<file path="src/hw/calc_consts.svh">
// --------------------------------------------------
// bit timing, frame size and character codes
// shared by the serial calculator blocks
// --------------------------------------------------
`ifndef CALC_CONSTS_SVH
`define CALC_CONSTS_SVH

// bit timing, one CLKOP counter per serial bit
`define CALC_CLKS_PER_BIT 16      // CLKOP cycles per bit
`define CALC_DATA_BITS    8       // 8N1 data field
`define CALC_FRAME_BITS   10      // start + data + stop

// character codes
`define CALC_CHR_ESC      8'h1B   // abort, never echoed
`define CALC_CHR_PLUS     8'h2B   // '+'
`define CALC_CHR_MINUS    8'h2D   // '-'

// digits are 0x30..0x3F, operand is the low nibble
`define CALC_DIGIT_CLASS  4'h3

// result code 0..31 maps onto '@'..'_'
`define CALC_RESULT_BASE  8'h40

`endif

</file>
<file path="src/hw/uart_pkg.sv">
// --------------------------------------------------
// serial byte type and transmit owner encoding
// --------------------------------------------------
`default_nettype none

package uart_pkg;

   // one data byte on the line, lsb goes out first
   typedef logic [7:0] uart_byte_t;

   // who currently owns the transmitter
   typedef enum logic {
      SRC_ECHO   = 1'b0,   // received char going back out
      SRC_RESULT = 1'b1    // computed result char
   } tx_src_e;

endpackage

`default_nettype wire

</file>
<file path="src/hw/calc_pkg.sv">
// --------------------------------------------------
// calculator types: byte view union, operator kind,
// result code
// --------------------------------------------------
`default_nettype none

package calc_pkg;
   import uart_pkg::*;

   // same received byte, two decodes
   typedef union packed {
      uart_byte_t raw;          // whole character, for '+' '-' ESC compares
      struct packed {
         logic [3:0] cls;       // upper nibble, 3 for a digit
         logic [3:0] val;       // operand value
      } nib;
   } calc_char_u;

   typedef enum logic {
      OP_ADD = 1'b0,
      OP_SUB = 1'b1
   } calc_op_e;

   typedef logic [4:0] calc_result_t;   // carry/sum, bit 4 is carry

endpackage

`default_nettype wire

</file>
<file path="src/hw/tx_req_if.sv">
// --------------------------------------------------
// transmit request bus between one requester and
// the transmit arbiter
// --------------------------------------------------
`timescale 1ns/1ps
`default_nettype none

interface tx_req_if
   import uart_pkg::*;
();

   logic       req;     // level, up with data valid, held until grant
   uart_byte_t data;    // stable while req high
   logic       grant;   // one cycle, arbiter took the byte
   logic       busy;    // line is sending something

   // requester side, drops req the cycle after grant
   modport requester (
      output req,
      output data,
      input  grant,
      input  busy
   );

   // arbiter side
   modport arbiter (
      input  req,
      input  data,
      output grant,
      output busy
   );

endinterface

`default_nettype wire

</file>
<file path="src/hw/calc_uart_top.sv">
// --------------------------------------------------
// serial calculator top: receiver/echo, parser,
// arbiter and transmitter
// --------------------------------------------------
`timescale 1ns/1ps
`default_nettype none

module calc_uart_top
   import uart_pkg::*;
(
   input  logic CLKOP,
   input  logic i_rst,
   input  logic i_rx_serial,
   output logic o_tx_serial
);

   uart_byte_t rx_byte;     // received char, valid with rx_valid
   logic       rx_valid;
   logic       tx_start;
   uart_byte_t tx_byte;
   logic       tx_done;

   tx_req_if echo_bus ();    // rx echo -> arbiter
   tx_req_if result_bus ();  // parser result -> arbiter

   uart_rx i_uart_rx (
      .CLKOP       (CLKOP),
      .i_rst       (i_rst),
      .i_rx_serial (i_rx_serial),
      .o_rx_byte   (rx_byte),
      .o_rx_valid  (rx_valid),
      .echo_bus    (echo_bus.requester)
   );

   cmd_parser i_cmd_parser (
      .CLKOP      (CLKOP),
      .i_rst      (i_rst),
      .i_rx_byte  (rx_byte),
      .i_rx_valid (rx_valid),
      .result_bus (result_bus.requester)
   );

   tx_arbiter i_tx_arbiter (
      .CLKOP      (CLKOP),
      .i_rst      (i_rst),
      .echo_bus   (echo_bus.arbiter),
      .result_bus (result_bus.arbiter),
      .o_tx_start (tx_start),
      .o_tx_byte  (tx_byte),
      .i_tx_done  (tx_done)
   );

   uart_tx i_uart_tx (
      .CLKOP       (CLKOP),
      .i_rst       (i_rst),
      .i_tx_start  (tx_start),
      .i_tx_byte   (tx_byte),
      .o_tx_done   (tx_done),
      .o_tx_serial (o_tx_serial)
   );

endmodule

`default_nettype wire

</file>
<file path="src/hw/cmd_parser.sv">
// --------------------------------------------------
// parser for commands of two digits and an operator
// 4-bit add/subtract and result character slot
// --------------------------------------------------
`timescale 1ns/1ps
`default_nettype none
`include "calc_consts.svh"

module cmd_parser
   import uart_pkg::*, calc_pkg::*;
(
   input  logic        CLKOP,
   input  logic        i_rst,
   input  uart_byte_t  i_rx_byte,
   input  logic        i_rx_valid,
   tx_req_if.requester result_bus
);

   calc_char_u   chr;
   calc_op_e     op;
   calc_result_t code;
   logic [1:0]   pos;          // chars seen in this command
   logic [3:0]   op_a;
   logic [3:0]   op_b;
   logic [3:0]   b_term;
   logic         is_digit;
   logic         is_oper;
   logic         result_load;

   // ------------------------------------------------
   // character decode
   // ------------------------------------------------
   assign chr.raw  = i_rx_byte;
   assign is_digit = (chr.nib.cls == `CALC_DIGIT_CLASS);   // '0'..'?'
   assign is_oper  = (chr.raw == `CALC_CHR_PLUS) || (chr.raw == `CALC_CHR_MINUS);
   assign op       = (chr.raw == `CALC_CHR_MINUS) ? OP_SUB : OP_ADD;

   // a - b as a + ~b + 1 with carry out in bit 4 when a >= b
   assign b_term = (op == OP_SUB) ? ~op_b : op_b;
   assign code   = {1'b0, op_a} + {1'b0, b_term} + {4'b0000, (op == OP_SUB)};

   // third char completes the command into the single result slot
   assign result_load = i_rx_valid && (pos == 2'd2) && is_oper && !result_bus.req;

   // ------------------------------------------------
   // position count
   // ------------------------------------------------
   always_ff @(posedge CLKOP) begin
      if (i_rst) begin
         pos <= 2'd0;
      end else if (i_rx_valid) begin
         if (pos == 2'd2) begin
            pos <= 2'd0;            // operator or junk ends the command
         end else if (is_digit) begin
            pos <= pos + 2'd1;
         end else begin
            pos <= 2'd0;            // ESC or any non-digit restarts
         end
      end
   end

   // operand capture
   always_ff @(posedge CLKOP) begin
      if (i_rx_valid && is_digit) begin
         if (pos == 2'd0) op_a <= chr.nib.val;
         if (pos == 2'd1) op_b <= chr.nib.val;
      end
   end

   // ------------------------------------------------
   // result slot
   // ------------------------------------------------
   always_ff @(posedge CLKOP) begin
      if (i_rst) begin
         result_bus.req <= 1'b0;
      end else if (result_load) begin
         result_bus.req <= 1'b1;        // held until the arbiter grants
      end else if (result_bus.grant && result_bus.busy) begin
         result_bus.req <= 1'b0;
      end
   end

   // code 0..31 lands on '@'..'_'
   always_ff @(posedge CLKOP) begin
      if (result_load) result_bus.data <= `CALC_RESULT_BASE + {3'b000, code};
   end

endmodule

`default_nettype wire

</file>
<file path="src/hw/tx_arbiter.sv">
// --------------------------------------------------
// fixed-priority arbiter, echo over result, in front
// of the single transmitter
// --------------------------------------------------
`timescale 1ns/1ps
`default_nettype none

module tx_arbiter
   import uart_pkg::*;
(
   input  logic       CLKOP,
   input  logic       i_rst,
   tx_req_if.arbiter  echo_bus,
   tx_req_if.arbiter  result_bus,
   output logic       o_tx_start,
   output uart_byte_t o_tx_byte,
   input  logic       i_tx_done
);

   tx_src_e owner;           // source of the frame on the line
   logic    busy;
   logic    echo_grant;
   logic    result_grant;

   // ------------------------------------------------
   // grant and line ownership
   // ------------------------------------------------
   always_ff @(posedge CLKOP) begin
      if (i_rst) begin
         owner        <= SRC_ECHO;
         busy         <= 1'b0;
         echo_grant   <= 1'b0;
         result_grant <= 1'b0;
         o_tx_start   <= 1'b0;
      end else begin
         echo_grant   <= 1'b0;      // pulses
         result_grant <= 1'b0;
         o_tx_start   <= 1'b0;
         if (!busy) begin
            if (echo_bus.req) begin            // echo wins ties
               owner      <= SRC_ECHO;
               busy       <= 1'b1;
               echo_grant <= 1'b1;
               o_tx_start <= 1'b1;
            end else if (result_bus.req) begin
               owner        <= SRC_RESULT;
               busy         <= 1'b1;
               result_grant <= 1'b1;
               o_tx_start   <= 1'b1;
            end
         end else if (i_tx_done) begin
            busy <= 1'b0;                      // stop bit finished
         end
      end
   end

   // requester data still held during the start cycle
   assign o_tx_byte = (owner == SRC_RESULT) ? result_bus.data : echo_bus.data;

   assign echo_bus.grant   = echo_grant;
   assign result_bus.grant = result_grant;
   assign echo_bus.busy    = busy;
   assign result_bus.busy  = busy;

endmodule

`default_nettype wire

</file>
<file path="src/hw/uart_rx.sv">
// --------------------------------------------------
// 8N1 serial receiver with mid-bit sampling
// also owns the one-byte echo slot
// --------------------------------------------------
`timescale 1ns/1ps
`default_nettype none
`include "calc_consts.svh"

module uart_rx
   import uart_pkg::*;
(
   input  logic        CLKOP,
   input  logic        i_rst,
   input  logic        i_rx_serial,
   output uart_byte_t  o_rx_byte,
   output logic        o_rx_valid,
   tx_req_if.requester echo_bus
);

   localparam int CLKS  = `CALC_CLKS_PER_BIT;
   localparam int CNT_W = $clog2(CLKS);
   localparam int BIT_W = $clog2(`CALC_DATA_BITS);

   typedef enum logic [1:0] {RX_IDLE, RX_START, RX_DATA, RX_STOP} rx_state_e;

   rx_state_e        state;
   logic [CNT_W-1:0] clk_cnt;     // cycles inside the current bit
   logic [BIT_W-1:0] bit_idx;     // data bit number
   uart_byte_t       shift_q;
   logic             bit_end;
   logic             half_bit;
   logic             stop_ok;
   logic             echo_load;

   assign bit_end   = (clk_cnt == CNT_W'(CLKS - 1));
   assign half_bit  = (clk_cnt == CNT_W'(CLKS / 2 - 1));
   assign stop_ok   = (state == RX_STOP) && bit_end && i_rx_serial;  // good stop bit
   // ESC is swallowed, full slot drops the new echo
   assign echo_load = stop_ok && (shift_q != `CALC_CHR_ESC) && !echo_bus.req;

   // ------------------------------------------------
   // frame FSM
   // ------------------------------------------------
   always_ff @(posedge CLKOP) begin
      if (i_rst) begin
         state      <= RX_IDLE;
         clk_cnt    <= '0;
         bit_idx    <= '0;
         o_rx_valid <= 1'b0;
      end else begin
         o_rx_valid <= stop_ok;
         clk_cnt    <= clk_cnt + 1'b1;
         case (state)
            RX_IDLE: begin
               clk_cnt <= '0;
               if (!i_rx_serial) state <= RX_START;   // falling edge
            end
            RX_START: begin
               if (half_bit) begin                    // middle of start bit
                  clk_cnt <= '0;
                  bit_idx <= '0;
                  state   <= i_rx_serial ? RX_IDLE : RX_DATA;  // glitch, back off
               end
            end
            RX_DATA: begin
               if (bit_end) begin
                  clk_cnt <= '0;
                  bit_idx <= bit_idx + 1'b1;
                  if (bit_idx == BIT_W'(`CALC_DATA_BITS - 1)) state <= RX_STOP;
               end
            end
            RX_STOP: begin
               if (bit_end) state <= RX_IDLE;         // mid stop bit
            end
            default: state <= RX_IDLE;
         endcase
      end
   end

   // data path, lsb arrives first
   always_ff @(posedge CLKOP) begin
      if (state == RX_DATA && bit_end) shift_q <= {i_rx_serial, shift_q[7:1]};
      if (stop_ok) o_rx_byte <= shift_q;
   end

   // ------------------------------------------------
   // echo slot
   // ------------------------------------------------
   always_ff @(posedge CLKOP) begin
      if (i_rst) begin
         echo_bus.req <= 1'b0;
      end else if (echo_load) begin
         echo_bus.req <= 1'b1;
      end else if (echo_bus.grant && echo_bus.busy) begin
         echo_bus.req <= 1'b0;   // arbiter has the line and the byte
      end
   end

   always_ff @(posedge CLKOP) begin
      if (echo_load) echo_bus.data <= shift_q;
   end

endmodule

`default_nettype wire

</file>
<file path="src/hw/uart_tx.sv">
// --------------------------------------------------
// 8N1 serial transmitter, one frame per start strobe
// --------------------------------------------------
`timescale 1ns/1ps
`default_nettype none
`include "calc_consts.svh"

module uart_tx
   import uart_pkg::*;
(
   input  logic       CLKOP,
   input  logic       i_rst,
   input  logic       i_tx_start,
   input  uart_byte_t i_tx_byte,
   output logic       o_tx_done,
   output logic       o_tx_serial
);

   localparam int CLKS   = `CALC_CLKS_PER_BIT;
   localparam int CNT_W  = $clog2(CLKS);
   localparam int FRAME  = `CALC_FRAME_BITS;
   localparam int FBIT_W = $clog2(FRAME);

   logic                     active;
   logic [CNT_W-1:0]         clk_cnt;
   logic [FBIT_W-1:0]        bit_cnt;    // 0 start, 1..8 data, 9 stop
   logic [`CALC_DATA_BITS:0] shift_q;    // data plus stop bit
   logic                     bit_end;
   logic                     last_bit;

   assign bit_end  = (clk_cnt == CNT_W'(CLKS - 1));
   assign last_bit = (bit_cnt == FBIT_W'(FRAME - 1));

   // bit timing and line driver
   always_ff @(posedge CLKOP) begin
      if (i_rst) begin
         active      <= 1'b0;
         clk_cnt     <= '0;
         bit_cnt     <= '0;
         o_tx_done   <= 1'b0;
         o_tx_serial <= 1'b1;      // idle line is mark
      end else begin
         o_tx_done <= 1'b0;
         if (!active) begin
            clk_cnt <= '0;
            bit_cnt <= '0;
            if (i_tx_start) begin
               active      <= 1'b1;
               o_tx_serial <= 1'b0;   // start bit from next cycle
            end
         end else begin
            clk_cnt <= clk_cnt + 1'b1;
            if (bit_end) begin
               clk_cnt <= '0;
               bit_cnt <= bit_cnt + 1'b1;
               if (last_bit) begin
                  active    <= 1'b0;  // stop bit done
                  o_tx_done <= 1'b1;
               end else begin
                  o_tx_serial <= shift_q[0];
               end
            end
         end
      end
   end

   // shifter, refills with mark
   always_ff @(posedge CLKOP) begin
      if (!active && i_tx_start) begin
         shift_q <= {1'b1, i_tx_byte};
      end else if (active && bit_end) begin
         shift_q <= {1'b1, shift_q[`CALC_DATA_BITS:1]};
      end
   end

endmodule

`default_nettype wire

</file>
<file path="config.mk">
export PLATFORM = sky130hd
export DESIGN_NAME = calc_uart_top
export DESIGN_NICKNAME = d
export VERILOG_FILES = /design/src/hw/uart_pkg.sv /design/src/hw/calc_pkg.sv /design/src/hw/tx_req_if.sv /design/src/hw/calc_uart_top.sv /design/src/hw/cmd_parser.sv /design/src/hw/tx_arbiter.sv /design/src/hw/uart_rx.sv /design/src/hw/uart_tx.sv
export VERILOG_INCLUDE_DIRS = /design/src /design/src/hw
export SDC_FILE = /design/constraint.sdc
export NUM_CORES = 1
export LEC_CHECK = 0
export ABC_AREA = 1
export BUFFER_PORTS_ARGS = -buffer_cell sky130_fd_sc_hd__buf_4
export CAP_MARGIN = 15
export CORE_UTILIZATION = 30
export DETAILED_ROUTE_END_ITERATION = 16
export PLACE_DENSITY = 0.42
export SETUP_SLACK_MARGIN = 0.05
export SYNTH_ARGS = -nofsm -noshare
export SYNTH_HDL_FRONTEND = slang
export SYNTH_HIERARCHICAL = 1
export SYNTH_SLANG_ARGS = --single-unit
</file>
<file path="constraint.sdc">
create_clock -name CLKOP -period 1.8 [get_ports CLKOP]
set_input_delay 0.09 -clock CLKOP [delete_from_list [all_inputs] [get_ports CLKOP]]
set_output_delay 0.09 -clock CLKOP [all_outputs]
set_load 0.01 [all_outputs]
</file>
==> results_dict.tcl <==
set metrics [dict create \
    status "finished, final reports clean" \
    final-setup-viol-count 0 \
    synth_top_area_cell "edfxtp_1" \
    clkTransAtPathRegs_ns 0.07 \
    die-area_mm2 0.0115 \
    worstPathRequired_ns 1.90 \
    register_area_mm2 0.00195 \
    netlist_top_cells_area "edfxtp_1 (41%), dfxtp_1 (18%), nand2_1 (8.3%)" \
    ir_worst_vdd_mv 0.391 \
    die_h_um 107 \
    clock.fmax_ghz 0.561 \
    worstHoldStart "i_rst" \
    p_per_area_mw_per_mm2 763 \
    async_flop_share_pct 0 \
    cts_buffer_depth 2 \
    port_buffers 3 \
    crit_chain "inv_2 -> nand2_2 -> nor2_4 -> nand2_4 -> buf_6 -> a21oi_4 -> fa_2" \
    start_util_pct 30.7 \
    whs_ns 0.0415 \
    nets 381 \
    clk-insertion-delay-late_ns 0.36 \
    startpoint "i_uart_rx/o_rx_byte[4]$_DFFE_PP_" \
    r2r-start "i_uart_rx/o_rx_byte[4]$_DFFE_PP_" \
    grt_max_degree 15 \
    endpoint_kind "flip-flop" \
    cpPeakStageDelay_ns 0.45 \
    ys_ff_latch 75 \
    dpl.hpwl_um 4090 \
    gp_congestion 0.692 \
    grt_usage_pct 11.6 \
    drt_iter0_drc 84 \
    synth_area_mm2 0.00333 \
    met1_length_um 2940 \
    multi_input_area_mm2 0.00125 \
    wl_met3_um 233 \
    post_route_cells_drive_above_1_share_pct 20.8 \
    syn_area_per_cell_um2 9.81 \
    dpl_cell_area_mm2 0.00357 \
    nFillCells 1111 \
    start_kind "flip-flop" \
    drt_wl_total_um 5790 \
    drc 0 \
    cp_data_arrival_time_ns 1.89 \
    min_path_type "input pin to flip-flop" \
    firstDrtPassIters 4 \
    synth-main-ff-cell "edfxtp_1" \
    yosysSeqAreaShare_pct 58.7 \
    numCtsBuffers 9 \
    io_pins 4 \
    synth_cell_type_count 33 \
    dr_total_vias 2146 \
    ant_nets 0 \
    slowest_stage "fa_2" \
    finClkSkew_ns 0.00983 \
    reg2reg_slack_ns 0.02 \
    rsz0062_at_grt "yes" \
    wl_met2_um 2480 \
    core_area_mm2 0.0108 \
    synth_top_area_share_pct 40.6 \
    cts-root-buf "clkbuf_8" \
    final-hold-violation-count 0 \
    insertedDiodeCount 0 \
    min_period_over_period_pct 99.0 \
    htree_levels 3 \
    antenna_found_initial 0 \
    clkSinkCount 75 \
    stdcell_area_mm2 0.00388 \
    highest_layer "met4" \
    num_rows 38 \
    wl_per_cell_um 11.4 \
    synth-edff-count 45 \
    finalCriticalPeriod_ns 1.78 \
    syn_inst 339 \
    postLayoutCoreUtil_pct 35.8 \
    path_class "flip-flop to flip-flop" \
    vias_per_cell 4.21 \
    grt_pass1_vias 2091 \
    grt_pass1_wl_um 9870 \
    die-width_um 107 \
    slew_viol_final 0 \
    leakage_nw 1.51 \
    cp_max_fo 3 \
    syn_to_final_growth_pct 16.8 \
    cts_tree "done" \
    max-cap-violations 0 \
    gr-total-overflow 0 \
    yosys_warnings 6 \
]
-- layout make-up --
type                    count  share of cell area (%)
multi-input cells         209                    32.2
flip-flops and latches     75                    50.2
inverters                  50                    4.83
clock buffers              11                    3.38
repair buffers             20                    4.03
clock inverters             5                   0.773
well taps                 140                    4.51
-- placed cells by master, fill, tap and decap left out, types with 2 or more instances in the layout --
cell	n
edfxtp_1	45
nand3_2	2
a21oi_2	4
nand4_1	6
clkinvlp_4	2
conb_1	3
o21ai_0	14
nand2_4	2
nor2_4	4
or2_1	2
xnor2_4	2
a21oi_1	10
buf_4	18
ha_4	2
nor2_2	4
clkbuf_1	2
nor3_1	6
clkbuf_8	9
nand3_1	15
nand2_2	8
inv_1	40
o21ai_1	4
xor2_1	2
ha_1	10
clkinv_2	3
dfxtp_1	30
nand2_1	72
inv_2	9
nor2_1	28
-- Yosys cell counts, types with 2 or more instances --
cell type and n:
nand2_1 74, edfxtp_1 45, inv_1 43, dfxtp_1 30
nor2_1 29, nand3_1 16, o21ai_0 15, a21oi_1 13
ha_1 12, inv_2 6, nand2_2 6, nand4_1 6
nor3_1 6, nor2_2 5, buf_4 4, o21ai_1 3
xnor2_1 3, a21oi_2 2, buf_6 2, conb_1 2
nand2_4 2, nor2_4 2, or2_1 2, xor2_1 2
-- power by group --
part           internal, mW  switching (mW)
Combinational        0.0149          0.0311
Sequential             1.80         0.00717
Clock                 0.493           0.614
Total                  2.31           0.652
-- worst max-delay path: cells and delay by family (launching register included) --
family / cells / cell delay [ns]
compound gates: 1 / 0.14
fa+ha+maj: 1 / 0.45
flops: 1 / 0.41
buf+inv: 2 / 0.22
simple gates: 3 / 0.30
-- per-stage QoR --
| step | total power [mW] | TNS (ns) | worst slack [ns] | std cells |
|---|---|---|---|---|
| 6_report | 2.96 | 0 | 0.0181 | 510 |
| 4_1_cts | 3.02 | 0 | 0.00316 | 506 |
| 3_5_place_dp | 1.89 | -0.0179 | -0.0101 | 487 |
| 3_3_place_gp | 1.89 | 0 | 0.0361 | 487 |
| 2_1_floorplan | 1.88 | 0 | 0.0486 | 340 |
| 5_1_grt | 3.11 | -0.135 | -0.0489 | 510 |
-- final timing paths --
path	depth (start not counted)	end
worst min-delay path	2	i_cmd_parser/result_bus.req$_SDFFE_PP0P_
worst min register to register	1	i_uart_tx/clk_cnt[0]$_SDFF_PP0_
worst max register to register	7	i_cmd_parser/result_bus.data[1]$_DFFE_PP_
worst max-delay path	7	i_cmd_parser/result_bus.data[1]$_DFFE_PP_
-- sequential cells by signal, indices dropped and copies added (netlist names), 2 cells and up, named ones only --
signal	count
i_uart_rx/bit_idx	3
i_uart_rx/shift_q	8
i_uart_tx/clk_cnt	4
i_uart_rx/o_rx_byte	8
i_cmd_parser/op_a	4
i_cmd_parser/op_b	4
i_uart_rx/echo_bus.data	8
i_uart_tx/shift_q	8
i_cmd_parser/result_bus.data	5
i_cmd_parser/pos	2
i_uart_rx/clk_cnt	4
i_uart_tx/bit_cnt	4
-- logic make-up (layout without fill, tap and decap cells) --
logic type	after synthesis	in the layout	synth area share, %
adder cells (fa/ha/maj)	13	13	5.11
other	2	3	0.226
flip-flops	75	75	58.7
XOR/XNOR	5	5	1.32
AO/OA/AOI/OAI	34	34	5.42
AND/OR/NAND/NOR	154	154	22.0
buffers and inverters	56	86	7.22
-- what timing repair did --
| action | in CTS | in global routing |
|---|---|---|
| setup endpoints to repair | 3 | 4 |
| gates resized for setup | 6 | 13 |
| hold buffers | 1 | 0 |
| setup buffers | 2 | 4 |
| pin swaps | 3 | 11 |
| endpoints found under the hold margin | 1 | 0 |
-- routing by layer --
metal	GRT usage, %	up-vias
met5	0	-
met4	6.46	0
met1	15.0	971
met2	16.6	18
met3	4.54	8
li1	-	1149
Note: power is estimated with default switching activity, not from simulation.
